### src/verilog/poly_pkg.sv
package poly_pkg;

	////////////////////
	// polynomial shape

	localparam int POLY_LEN    = 251;   // bits per polynomial
	localparam int INDEX_W     = 8;     // bit position width
	localparam int POLY_WEIGHT = 5;     // set bits per polynomial
	localparam int NUM_POLY    = 2;     // h0 and h1
	localparam int POLY_SEL_W  = 1;     // polynomial number width

	////////////////////
	// random word layout

	localparam int RNG_W       = 32;
	localparam int FIELD_B_LSB = 16;    // field a starts at bit 0

	////////////////////
	// dense stream

	localparam int DENSE_W      = 16;   // bits per dense word
	localparam int DENSE_WORDS  = 16;   // 256 bits, covers POLY_LEN
	localparam int DENSE_ADDR_W = 4;

endpackage

### src/verilog/keygen_ctrl_pkg.sv
package keygen_ctrl_pkg;

	// generation phases
	typedef enum logic [1:0] {
		ST_IDLE   = 2'd0,   // waiting for first start
		ST_SAMPLE = 2'd1,   // filling h0 then h1
		ST_EXPAND = 2'd2,   // streaming dense words
		ST_DONE   = 2'd3    // finished, new start allowed
	} keygen_state_t;

endpackage

### src/verilog/keygen_ctrl.sv
`timescale 1ns/10ps

module keygen_ctrl (
	input  logic                          clk,
	input  logic                          rst_b,
	input  logic                          start,
	input  logic [poly_pkg::NUM_POLY-1:0] full_vec,
	input  logic                          expand_done,
	output logic                          clear,
	output logic                          sampling,
	output logic                          expand_start,
	output logic                          busy,
	output logic                          done
);

	keygen_ctrl_pkg::keygen_state_t state;

	assign sampling = (state == keygen_ctrl_pkg::ST_SAMPLE);
	assign busy     = (state == keygen_ctrl_pkg::ST_SAMPLE) ||
	                  (state == keygen_ctrl_pkg::ST_EXPAND);

	////////////////////
	// phase sequencing

	always_ff @(posedge clk) begin
		if (!rst_b) begin
			state        <= keygen_ctrl_pkg::ST_IDLE;
			clear        <= 1'b0;
			expand_start <= 1'b0;
			done         <= 1'b0;
		end else begin
			clear        <= 1'b0;   // strobes default low
			expand_start <= 1'b0;
			done         <= 1'b0;
			case (state)
				keygen_ctrl_pkg::ST_IDLE: begin
					if (start) begin
						state <= keygen_ctrl_pkg::ST_SAMPLE;
						clear <= 1'b1;   // wipe position lists
					end
				end
				keygen_ctrl_pkg::ST_SAMPLE: begin
					// full_vec already counts the word in flight
					if (&full_vec) begin
						state        <= keygen_ctrl_pkg::ST_EXPAND;
						expand_start <= 1'b1;
					end
				end
				keygen_ctrl_pkg::ST_EXPAND: begin
					if (expand_done) begin
						state <= keygen_ctrl_pkg::ST_DONE;
						done  <= 1'b1;
					end
				end
				keygen_ctrl_pkg::ST_DONE: begin
					if (start) begin
						state <= keygen_ctrl_pkg::ST_SAMPLE;
						clear <= 1'b1;   // drop previous key
					end
				end
				default: state <= keygen_ctrl_pkg::ST_IDLE;
			endcase
		end
	end

endmodule

### src/verilog/index_sampler.sv
`timescale 1ns/10ps

module index_sampler (
	input  logic                          clk,
	input  logic                          rst_b,
	input  logic                          sampling,
	input  logic                          rng_valid,
	input  logic [poly_pkg::RNG_W-1:0]    rng_in,
	input  logic [poly_pkg::NUM_POLY-1:0] full_vec,
	output logic [poly_pkg::INDEX_W-1:0]  cand_a,
	output logic [poly_pkg::INDEX_W-1:0]  cand_b,
	output logic [poly_pkg::NUM_POLY-1:0] cand_a_valid,
	output logic [poly_pkg::NUM_POLY-1:0] cand_b_valid
);

	logic [poly_pkg::INDEX_W-1:0]  field_a;
	logic [poly_pkg::INDEX_W-1:0]  field_b;
	logic                          a_in_range;
	logic                          b_in_range;
	logic                          take;
	logic [poly_pkg::NUM_POLY-1:0] target;   // one-hot, zero if all full

	assign field_a = rng_in[poly_pkg::INDEX_W-1:0];
	assign field_b = rng_in[poly_pkg::FIELD_B_LSB +: poly_pkg::INDEX_W];

	// rejection against the polynomial length
	assign a_in_range = (int'(field_a) < poly_pkg::POLY_LEN);
	assign b_in_range = (int'(field_b) < poly_pkg::POLY_LEN);

	assign take = sampling && rng_valid;

	// lowest generator that is not full; full_vec includes the word just
	// sent, so a generator filled by it is already skipped here
	always_comb begin
		target = '0;
		for (int g = poly_pkg::NUM_POLY - 1; g >= 0; g--) begin
			if (!full_vec[g]) begin
				target    = '0;
				target[g] = 1'b1;
			end
		end
	end

	always_ff @(posedge clk) begin
		if (!rst_b) begin
			cand_a_valid <= '0;
			cand_b_valid <= '0;
		end else begin
			cand_a_valid <= (take && a_in_range) ? target : '0;
			cand_b_valid <= (take && b_in_range) ? target : '0;   // same target as a
		end
	end

	always_ff @(posedge clk) begin
		if (take) begin
			cand_a <= field_a;
			cand_b <= field_b;
		end
	end

endmodule

### src/verilog/sparse_poly_gen.sv
`timescale 1ns/10ps

module sparse_poly_gen (
	input  logic                                             clk,
	input  logic                                             rst_b,
	input  logic                                             clear,
	input  logic [poly_pkg::INDEX_W-1:0]                     cand_a,
	input  logic [poly_pkg::INDEX_W-1:0]                     cand_b,
	input  logic                                             cand_a_valid,
	input  logic                                             cand_b_valid,
	output logic [poly_pkg::POLY_WEIGHT*poly_pkg::INDEX_W-1:0] positions,
	output logic                                             full
);

	typedef logic [$clog2(poly_pkg::POLY_WEIGHT + 1) - 1:0] cnt_t;

	logic [poly_pkg::INDEX_W-1:0] pos_q [poly_pkg::POLY_WEIGHT];
	cnt_t                         count;
	cnt_t                         count_next;
	logic                         dup_a;
	logic                         dup_b;
	logic                         store_a;
	logic                         store_b;

	////////////////////
	// duplicate check and slot use

	always_comb begin
		dup_a = 1'b0;
		dup_b = 1'b0;
		for (int k = 0; k < poly_pkg::POLY_WEIGHT; k++) begin
			if (k < int'(count) && pos_q[k] == cand_a) begin
				dup_a = 1'b1;
			end
			if (k < int'(count) && pos_q[k] == cand_b) begin
				dup_b = 1'b1;
			end
		end
		store_a = cand_a_valid && !dup_a && (int'(count) < poly_pkg::POLY_WEIGHT);
		// b loses to an equal a and needs its own free slot
		store_b = cand_b_valid && !dup_b && !(store_a && cand_b == cand_a) &&
		          (int'(count + cnt_t'(store_a)) < poly_pkg::POLY_WEIGHT);
		count_next = clear ? '0 : count + cnt_t'(store_a) + cnt_t'(store_b);
	end

	// looks one edge ahead so the sampler moves on right away
	assign full = (count_next == cnt_t'(poly_pkg::POLY_WEIGHT));

	always_ff @(posedge clk) begin
		if (!rst_b) begin
			count <= '0;
		end else begin
			count <= count_next;
		end
	end

	always_ff @(posedge clk) begin
		if (clear) begin
			for (int k = 0; k < poly_pkg::POLY_WEIGHT; k++) begin
				pos_q[k] <= '0;
			end
		end else begin
			if (store_a) begin
				pos_q[count] <= cand_a;
			end
			if (store_b) begin
				pos_q[count + cnt_t'(store_a)] <= cand_b;   // slot after a
			end
		end
	end

	always_comb begin
		for (int k = 0; k < poly_pkg::POLY_WEIGHT; k++) begin
			positions[k*poly_pkg::INDEX_W +: poly_pkg::INDEX_W] = pos_q[k];
		end
	end

endmodule

### src/verilog/dense_expander.sv
`timescale 1ns/10ps

module dense_expander (
	input  logic clk,
	input  logic rst_b,
	input  logic expand_start,
	input  logic [poly_pkg::NUM_POLY*poly_pkg::POLY_WEIGHT*poly_pkg::INDEX_W-1:0] positions_all,
	output logic                              dense_valid,
	output logic [poly_pkg::POLY_SEL_W-1:0]   dense_poly,
	output logic [poly_pkg::DENSE_ADDR_W-1:0] dense_addr,
	output logic [poly_pkg::DENSE_W-1:0]      dense_data,
	output logic                              expand_done
);

	typedef logic [poly_pkg::INDEX_W-1:0]      index_t;
	typedef logic [poly_pkg::POLY_SEL_W-1:0]   poly_t;
	typedef logic [poly_pkg::DENSE_ADDR_W-1:0] addr_t;

	localparam poly_t LAST_POLY = poly_t'(poly_pkg::NUM_POLY - 1);
	localparam addr_t LAST_ADDR = addr_t'(poly_pkg::DENSE_WORDS - 1);

	logic                         running;
	logic                         emit;
	logic                         last_word;
	poly_t                        poly_cnt;
	addr_t                        addr_cnt;
	index_t                       base;
	logic [poly_pkg::DENSE_W-1:0] word;

	assign emit      = expand_start || running;
	assign last_word = (poly_cnt == LAST_POLY) && (addr_cnt == LAST_ADDR);
	assign base      = index_t'(int'(addr_cnt) * poly_pkg::DENSE_W);   // first bit of word

	////////////////////
	// sparse to dense

	always_comb begin
		word = '0;
		for (int j = 0; j < poly_pkg::DENSE_W; j++) begin
			for (int k = 0; k < poly_pkg::POLY_WEIGHT; k++) begin
				if (positions_all[(int'(poly_cnt) * poly_pkg::POLY_WEIGHT + k) *
				                  poly_pkg::INDEX_W +: poly_pkg::INDEX_W] ==
				    base + index_t'(j)) begin
					word[j] = 1'b1;
				end
			end
		end
	end

	////////////////////
	// word walk

	always_ff @(posedge clk) begin
		if (!rst_b) begin
			running     <= 1'b0;
			poly_cnt    <= '0;
			addr_cnt    <= '0;
			dense_valid <= 1'b0;
			expand_done <= 1'b0;
		end else begin
			dense_valid <= emit;
			// one cycle behind the last strobe
			expand_done <= dense_valid && (dense_poly == LAST_POLY) &&
			               (dense_addr == LAST_ADDR);
			if (emit) begin
				running <= !last_word;
				if (addr_cnt == LAST_ADDR) begin
					addr_cnt <= '0;
					poly_cnt <= last_word ? '0 : poly_cnt + poly_t'(1);   // next polynomial
				end else begin
					addr_cnt <= addr_cnt + addr_t'(1);
				end
			end
		end
	end

	always_ff @(posedge clk) begin
		if (emit) begin
			dense_data <= word;
			dense_poly <= poly_cnt;
			dense_addr <= addr_cnt;
		end
	end

endmodule

### src/verilog/bike_keygen_top.sv
`timescale 1ns/10ps

module bike_keygen_top (
	input  logic                              clk,
	input  logic                              rst_b,
	input  logic                              start,
	input  logic                              rng_valid,
	input  logic [poly_pkg::RNG_W-1:0]        rng_in,
	output logic                              busy,
	output logic                              done,
	output logic                              dense_valid,
	output logic [poly_pkg::POLY_SEL_W-1:0]   dense_poly,
	output logic [poly_pkg::DENSE_ADDR_W-1:0] dense_addr,
	output logic [poly_pkg::DENSE_W-1:0]      dense_data
);

	logic                          clear;
	logic                          sampling;
	logic                          expand_start;
	logic                          expand_done;
	logic [poly_pkg::NUM_POLY-1:0] full_vec;
	logic [poly_pkg::INDEX_W-1:0]  cand_a;
	logic [poly_pkg::INDEX_W-1:0]  cand_b;
	logic [poly_pkg::NUM_POLY-1:0] cand_a_valid;
	logic [poly_pkg::NUM_POLY-1:0] cand_b_valid;
	logic [poly_pkg::NUM_POLY*poly_pkg::POLY_WEIGHT*poly_pkg::INDEX_W-1:0] positions_all;

	keygen_ctrl keygen_ctrl_inst (
		.clk          (clk),
		.rst_b        (rst_b),
		.start        (start),
		.full_vec     (full_vec),
		.expand_done  (expand_done),
		.clear        (clear),
		.sampling     (sampling),
		.expand_start (expand_start),
		.busy         (busy),
		.done         (done)
	);

	index_sampler index_sampler_inst (
		.clk          (clk),
		.rst_b        (rst_b),
		.sampling     (sampling),
		.rng_valid    (rng_valid),
		.rng_in       (rng_in),
		.full_vec     (full_vec),
		.cand_a       (cand_a),
		.cand_b       (cand_b),
		.cand_a_valid (cand_a_valid),
		.cand_b_valid (cand_b_valid)
	);

	// h0 is generator 0, h1 is generator 1
	for (genvar g = 0; g < poly_pkg::NUM_POLY; g++) begin : gen_poly
		sparse_poly_gen sparse_poly_gen_inst (
			.clk          (clk),
			.rst_b        (rst_b),
			.clear        (clear),
			.cand_a       (cand_a),
			.cand_b       (cand_b),
			.cand_a_valid (cand_a_valid[g]),
			.cand_b_valid (cand_b_valid[g]),
			.positions    (positions_all[g*poly_pkg::POLY_WEIGHT*poly_pkg::INDEX_W +:
			                             poly_pkg::POLY_WEIGHT*poly_pkg::INDEX_W]),
			.full         (full_vec[g])
		);
	end

	dense_expander dense_expander_inst (
		.clk           (clk),
		.rst_b         (rst_b),
		.expand_start  (expand_start),
		.positions_all (positions_all),
		.dense_valid   (dense_valid),
		.dense_poly    (dense_poly),
		.dense_addr    (dense_addr),
		.dense_data    (dense_data),
		.expand_done   (expand_done)
	);

endmodule

### config.mk
export PLATFORM = sky130hd
export DESIGN_NAME = bike_keygen_top
export DESIGN_NICKNAME = d
export VERILOG_FILES = /design/src/verilog/poly_pkg.sv /design/src/verilog/keygen_ctrl_pkg.sv /design/src/verilog/keygen_ctrl.sv /design/src/verilog/index_sampler.sv /design/src/verilog/sparse_poly_gen.sv /design/src/verilog/dense_expander.sv /design/src/verilog/bike_keygen_top.sv
export SDC_FILE = /design/constraint.sdc
export NUM_CORES = 1
export LEC_CHECK = 0
export ABC_AREA = 1
export BUFFER_PORTS_ARGS = -buffer_cell sky130_fd_sc_hd__buf_2
export CAP_MARGIN = 20
export CORE_MARGIN = 3
export CORE_UTILIZATION = 38
export CTS_CLUSTER_DIAMETER = 60
export DETAILED_ROUTE_END_ITERATION = 12
export GPL_TIMING_DRIVEN = 0
export PLACE_DENSITY = 0.59
export RECOVER_POWER = 50
export SYNTH_ARGS = -nofsm -noshare
export SYNTH_HDL_FRONTEND = slang
export SYNTH_HIERARCHICAL = 1
export SYNTH_SLANG_ARGS = --single-unit
### constraint.sdc
create_clock -name clk -period 5.1 [get_ports clk]
set_input_delay 1.02 -clock clk [delete_from_list [all_inputs] [get_ports clk]]
set_output_delay 1.02 -clock clk [all_outputs]
set_load 0.02 [all_outputs]
After elaboration in Yosys (flattened, before gate mapping)
Memories as Yosys holds them, arrays and structs flattened.
Index checks and enable logic that the tools add are counted.
{"block": "totals", "regBits": 60, "mem_bits_rw": 80, "inputBits": 36, "output_inout_bits": 24, "wordCells": 347, "n_memories": 2}
{"block": "classes", "addsub": 27, "multipliers": 1, "magnitude_cmp": 16, "eq_ne": 111, "n_shift": 5, "muxes": 75, "reduce_logical": 77}
{"name": "gen_poly[0].sparse_poly_gen_inst.pos_q", "depth": 5, "word_bits": 8, "read_ports": 5, "rd_ports_with_merged_regs": 0, "write_ports": 5, "line": "sparse_poly_gen.sv:17", "rtl": "logic [poly_pkg::INDEX_W-1:0] pos_q [poly_pkg::POLY_WEIGHT];"}
{"name": "gen_poly[1].sparse_poly_gen_inst.pos_q", "depth": 5, "word_bits": 8, "read_ports": 5, "rd_ports_with_merged_regs": 0, "write_ports": 5, "line": "sparse_poly_gen.sv:17"}
{"operator": "$eq A8 B8 Y1", "count": 101}
{"operator": "$shiftx A80 B32 Y8", "count": 4}
{"operator": "$shiftx A80 B8 Y8", "count": 1}
{"operator": "$add A8 B4 Y8 const B", "count": 8}
{"operator": "$lt A32 B4 Y1 const B", "count": 2}
{"operator": "$reduce_or A4 Y1", "count": 16}
{"operator": "$add A29 B3 Y29 const B", "count": 2}
{"operator": "$mux W1", "count": 58}
{"operator": "$logic_and A1 B1 Y1", "count": 38}
{"operator": "$add A8 B3 Y8 const B", "count": 4}
{"operator": "$mux W8", "count": 4}
{"operator": "$reduce_or A8 Y1", "count": 4}
{"operator": "$add A29 B2 Y29 const B", "count": 1}
{"operator": "$add A29 B4 Y29 const B", "count": 1}
{"operator": "$mux W3", "count": 6}
{"operator": "$add A8 B2 Y8 const B", "count": 2}
{"operator": "$lt A8 B8 Y1 const B", "count": 2}
{"operator": "$reduce_and A2 Y1", "count": 7}
{"operator": "$add A3 B1 Y3", "count": 4}
{"operator": "$lt A1 B3 Y1 const A", "count": 4}
{"operator": "$lt A2 B3 Y1 const A", "count": 4}
{"operator": "$mux W2", "count": 5}
{"operator": "$add A3 B1 Y4", "count": 2}
{"operator": "$add A8 B1 Y8 const B", "count": 1}
{"operator": "other kinds (18)", "count": 31}

Depth between registers and ports, before layout
An unclocked memory read counts as a cell.
{"block": "logic_depth", "depth_word": 21, "mapped_depth": 30, "depth_no_buf": 29}

Cells and area by module
Netlist, hierarchy kept.
{"mod": "sparse_poly_gen at gen_poly[0].sparse_poly_gen_inst", "instances": 1, "cells_per_inst": 543, "area_each_um2": 3787.4, "seq_area_each_um2": 1261.2}
{"mod": "sparse_poly_gen at gen_poly[1].sparse_poly_gen_inst", "instances": 1, "cells_per_inst": 543, "area_each_um2": 3783.6, "seq_area_each_um2": 1261.2}
{"mod": "dense_expander", "instances": 1, "cells_per_inst": 602, "area_each_um2": 3368.2, "seq_area_each_um2": 790.8}
{"mod": "index_sampler", "instances": 1, "cells_per_inst": 50, "area_each_um2": 678.2, "seq_area_each_um2": 560.5}
{"mod": "keygen_ctrl", "instances": 1, "cells_per_inst": 34, "area_each_um2": 282.8, "seq_area_each_um2": 100.1}

Least setup slack after synthesis
OpenSTA, ideal clock, no wires.
{"block": "synth_timing", "path_kind": "flip-flop to flip-flop", "from": "reg index_sampler_inst/cand_a[7] in the netlist's numbering", "to": "reg keygen_ctrl_inst.state[1]", "setup_time_ns": 0.064, "arrival_time_ns": 3.775, "required_time_ns": 5.036, "slack_ns": 1.261, "path_stages_with_launch": 28, "n_path_buf": 1, "period_less_slack_ns": 3.839, "path_cell_list": "edfxtp_1 > inv_2 > buf_6 > nor2_1 > nor3_2 > nand3_1 > nor2_4 > nor4_1 > ha_1 > ha_1 > inv_1 > nand2_1 > a21oi_1 > nand2_1 > nor2_8 > nand2_4 > inv_1 > ha_1 > ha_1 > o21ai_0 > a21o_1 > nor3_1 > nand2_1 > nand2_2 > nand3_2 > nand2_1 > inv_1 > nor2_1"}
{"block": "synth_between", "elab_chain_cells": 20, "elab_cells_between_ends": 60, "cone_classes": "add/sub (6); order compare (2); eq/ne (14); mux (12); reduce/logical (26)"}
{"element": "from (decl)", "line": "index_sampler.sv:10", "rtl": "output logic [poly_pkg::INDEX_W-1:0] cand_a,"}
{"element": "from (signal assigned)", "line": "index_sampler.sv:56", "rtl": "cand_a <= field_a;"}
{"element": "branches (longest 14 deep; another with $lt A32 B4 Y1)"}
{"element": "$add A3 B1 Y3 *", "line": "sparse_poly_gen.sv:43", "rtl": "count_next = clear ? '0 : count + cnt_t'(store_a) + cnt_t'(store_b);"}
{"element": "$mux W3 *", "line": "sparse_poly_gen.sv:43"}
{"element": "$eq A3 B3 Y1 *", "line": "sparse_poly_gen.sv:47", "rtl": "assign full = (count_next == cnt_t'(poly_pkg::POLY_WEIGHT));"}
{"element": "via full_vec (one bit)", "line": "bike_keygen_top.sv:21", "rtl": "logic [poly_pkg::NUM_POLY-1:0] full_vec;"}
{"element": "$reduce_and A2 Y1 *", "line": "keygen_ctrl.sv:44", "rtl": "if (&full_vec) begin"}
{"element": "$ne A2 B2 Y1 (no line) *"}
{"element": "$reduce_and A3 Y1 (no line) *"}
{"element": "to (signal assigned)", "line": "keygen_ctrl.sv:45", "rtl": "state <= keygen_ctrl_pkg::ST_EXPAND;"}
{"element": "to (signal assigned)", "line": "keygen_ctrl.sv:51", "rtl": "state <= keygen_ctrl_pkg::ST_DONE;"}
{"element": "to (signal assigned)", "line": "keygen_ctrl.sv:57", "rtl": "state <= keygen_ctrl_pkg::ST_SAMPLE;"}
{"element": "to (decl)", "line": "keygen_ctrl.sv:16", "rtl": "keygen_ctrl_pkg::keygen_state_t state;"}
Mark *: on every way through the listed nets, which the timed path passes.
A chain may end at the register's enable or synchronous reset.

Worst setup path after layout
{"block": "layout_timing", "from": "reg index_sampler_inst/cand_a[0] in the netlist's numbering", "to": "reg keygen_ctrl_inst.state[1]"}
Same word-level chain as after synthesis.

==> results.toml <==
[synthesis]
seq_area_frac_synth = 0.334
synthAdderAreaFrac = 0.0126
yosys.area_share.simple = 0.459
syn_inst = 1772
synthMuxAreaShare = 0
ys_types = 42
ys_ff_latch = 140
synth_top_family_by_area = "simple AND/OR/NAND/NOR gates"
synth_area_leader_cell = "edfxtp_1"
synth_nets = 1820
synth.top_cell.area_share = 0.295
synth_xor_area_frac = 0.0478
yosysWarnings = 6
synthTopCellsByArea = "edfxtp_1, nand2_1, nor2_1"
syn_avg_cell_area_um2 = 6.72
synth_compound_area_frac = 0.0442
syn_area_mm2 = 0.0119

[sta]
setup_viol = 0
rsz0062_at_grt = "false"
relSlewSlack = 0.332
worst_pin_slew_ps = 1000
period_needed_ps = 4670
finalCritPeriodShare = 0.915
finalHoldViolCount = 0
fmax_mhz = 214
finClkSkew_ps = 12.0
report.final.slew_viol_count = 0

[routing]
wl_met1_um = 17900
routed_wl_um = 43200
drtAntennaViolNets = 0
wl_met2_um = 19000
drc = 0
firstDrtPassIters = 6
route.met3.wl_um = 4170
drt_iter0_markers = 1521
topRoutingLayerUsed = "met4"
vias = 12000
detail_route.vias_per_cell = 5.35
wl_per_cell_um = 19.2

[critical_path]
critical-path-slowest-cell = "edfxtp_1"
worstPathRequired_ps = 5470
worst-setup-path-type = "flip-flop to flip-flop"
crit_family = "simple AND/OR/NAND/NOR gates"
critPathLaunchType = "flip-flop"
cp.arrival_ps = 5040
critPathBufInv = 6
cp_max_fo = 9
slowest_delay_ps = 470
end_kind = "flip-flop"

[grt]
antenna_found_initial = 0
grt_max_degree = 24
grt_pass1_vias = 11200
grt_first_pass_wirelength_um = 65500
grt_util_all_layers = 0.257
grt_remaining_overflow = 0

[clocking]
clk_pin_slew_worst_paths_ps = 70
hold_buffers = 0
clock_sinks = 140
cts_tree = "built"
clock-root-buffer = "clkbuf_16"
h-tree-depth = 4
clk_latency_ps = 440
cts_buffer_depth = 2
cts-buffers-inserted = 17

[final_layout]
drive_gt1_frac = 0.118
area.growth.synth_to_final_pct = 10.3
antenna_cells = 0
instances_no_fill = 2252
layout.nets = 1891
final_core_util = 0.427

[power_and_ir_drop]
pwr-share-seq = 0.395
p_per_area_mw_per_mm2 = 317
p_int_mw = 2.45
clkPwrFrac = 0.299
finalPower_mw = 4.16
combPwrFrac = 0.306
p_leak_nw = 6.02
switching_share = 0.410
peakVddDrop_mv = 0.217
switching_power_mw = 1.71

[place]
portBuffers = 43
gp_congestion = 0.927
dp_cells = 2211
dp_hpwl_um = 32700

[die]
dieHeight_um = 183
initial_core_util = 0.387
die_x_um = 183
die_area_mm2 = 0.0335
core_mm2 = 0.0307
ios = 60
num_rows = 64

[job]
max-cap-violations = 0

[outcome]
status = "complete, no violations"

[hold_path]
hp-class = "flip-flop to flip-flop"
[cell type report]
cell class              count  area [um^2]
fillers                  3231        17600
inverters                 184          716
plain buffers              55          447
well taps                 396          495
repair buffers             52          236
flip-flops and latches    140         3970
multi-input cells        1393         6680
clock buffers              17          425
clock inverters            15          154
[Yosys cell counts, drive strengths merged]
library cell  count
nand2           649
nor2            304
nand3           198
inv             182
edfxtp          117
o21ai            80
buf              55
xnor2            45
nand4            44
dfxtp            23
xor2             20
nor3             17
a21oi            13
ha               12
a21o              2
and2              2
bufinv            2
nor4              2
or2               2
a211oi            1
nand3b            1
o21a              1
[path summary, 6_finish.rpt]
kind / start / to / slack (ps) / cells past startpoint
worst min-delay path: dense_expander_inst/addr_cnt[2]$_SDFFE_PN0N_ / dense_expander_inst/dense_addr[2]$_DFFE_PN_ / 440 / 0
worst max register to register: index_sampler_inst/cand_a[0]$_DFFE_PN_ / keygen_ctrl_inst/state[1]$_SDFFE_PN0P_ / 430 / 29
worst max-delay path: index_sampler_inst/cand_a[0]$_DFFE_PN_ / keygen_ctrl_inst/state[1]$_SDFFE_PN0P_ / 430 / 29
worst min register to register: dense_expander_inst/addr_cnt[2]$_SDFFE_PN0N_ / dense_expander_inst/dense_addr[2]$_DFFE_PN_ / 440 / 0
[metal layers]
metal,track usage,up-vias
met3,0.0488,140
met4,0.126,0
li1,-,5794
met2,0.404,640
met1,0.341,5468
met5,0,-
[state kept, by name, summed over array words and instances, names as in the netlist]
register and flops:
dense_expander_inst/dense_valid 1, gen_poly.sparse_poly_gen_inst/pos_q 80, dense_expander_inst/poly_cnt 1, dense_expander_inst/expand_done 1
index_sampler_inst/cand_b_valid 2, dense_expander_inst/dense_addr 4, dense_expander_inst/running 1, keygen_ctrl_inst/state 2
index_sampler_inst/cand_a 8, gen_poly.sparse_poly_gen_inst/count 6, keygen_ctrl_inst/expand_start 1, index_sampler_inst/cand_a_valid 2
dense_expander_inst/dense_data 16, index_sampler_inst/cand_b 8, dense_expander_inst/dense_poly 1, keygen_ctrl_inst/clear 1
dense_expander_inst/addr_cnt 4, keygen_ctrl_inst/done 1
[layout by cell type, fill, tap and decap left out, drive strengths merged, types with 2 or more instances in the layout]
master / count
nand3: 198
dfxtp: 23
xnor2: 45
nor2: 304
nand4: 44
clkbuf: 60
o21ai: 80
edfxtp: 117
inv: 189
nor4: 2
xor2: 20
buf: 64
ha: 12
nand2: 649
clkinv: 6
a21o: 2
clkinvlp: 3
nor3: 17
a21oi: 13
or2: 2
and2: 2
[cell families (layout without fill, tap and decap cells)]
kind of cell,count (synthesis),in the layout
AO/OA/AOI/OAI,97,97
buffers and inverters,239,323
AND/OR/NAND/NOR,1219,1219
XOR/XNOR,65,65
adder cells (fa/ha/maj),12,12
flip-flops,140,140
[power groups by stage]
stage          Clock (mW)  Combinational, mW  Sequential [mW]
5_1_grt              1.30               1.40             1.65
4_1_cts              1.26               1.27             1.64
6_report             1.24               1.27             1.64
3_5_place_dp            0               1.25             1.68
2_1_floorplan           0              0.939             1.55
3_3_place_gp            0               1.23             1.68
[what timing repair did]
action | 4_1_cts | 5_1_grt
endpoints found under the setup margin | 2 | 5
setup buffers | 6 | 3
resized for setup | 0 | 2
[per-stage QoR]
step | hold slack [ps] | area [um^2] | setup WS (ps) | TNS [ps]
2_1_floorplan | 403 | 11900 | 1260 | 0
3_3_place_gp | 411 | 12600 | -39.2 | -67.1
3_5_place_dp | 422 | 12600 | -93.8 | -172
4_1_cts | 441 | 13200 | 58.5 | 0
5_1_grt | 451 | 13100 | 21.3 | 0
6_report | 441 | 13100 | 435 | 0
Note: power is estimated with default switching activity, not from simulation.
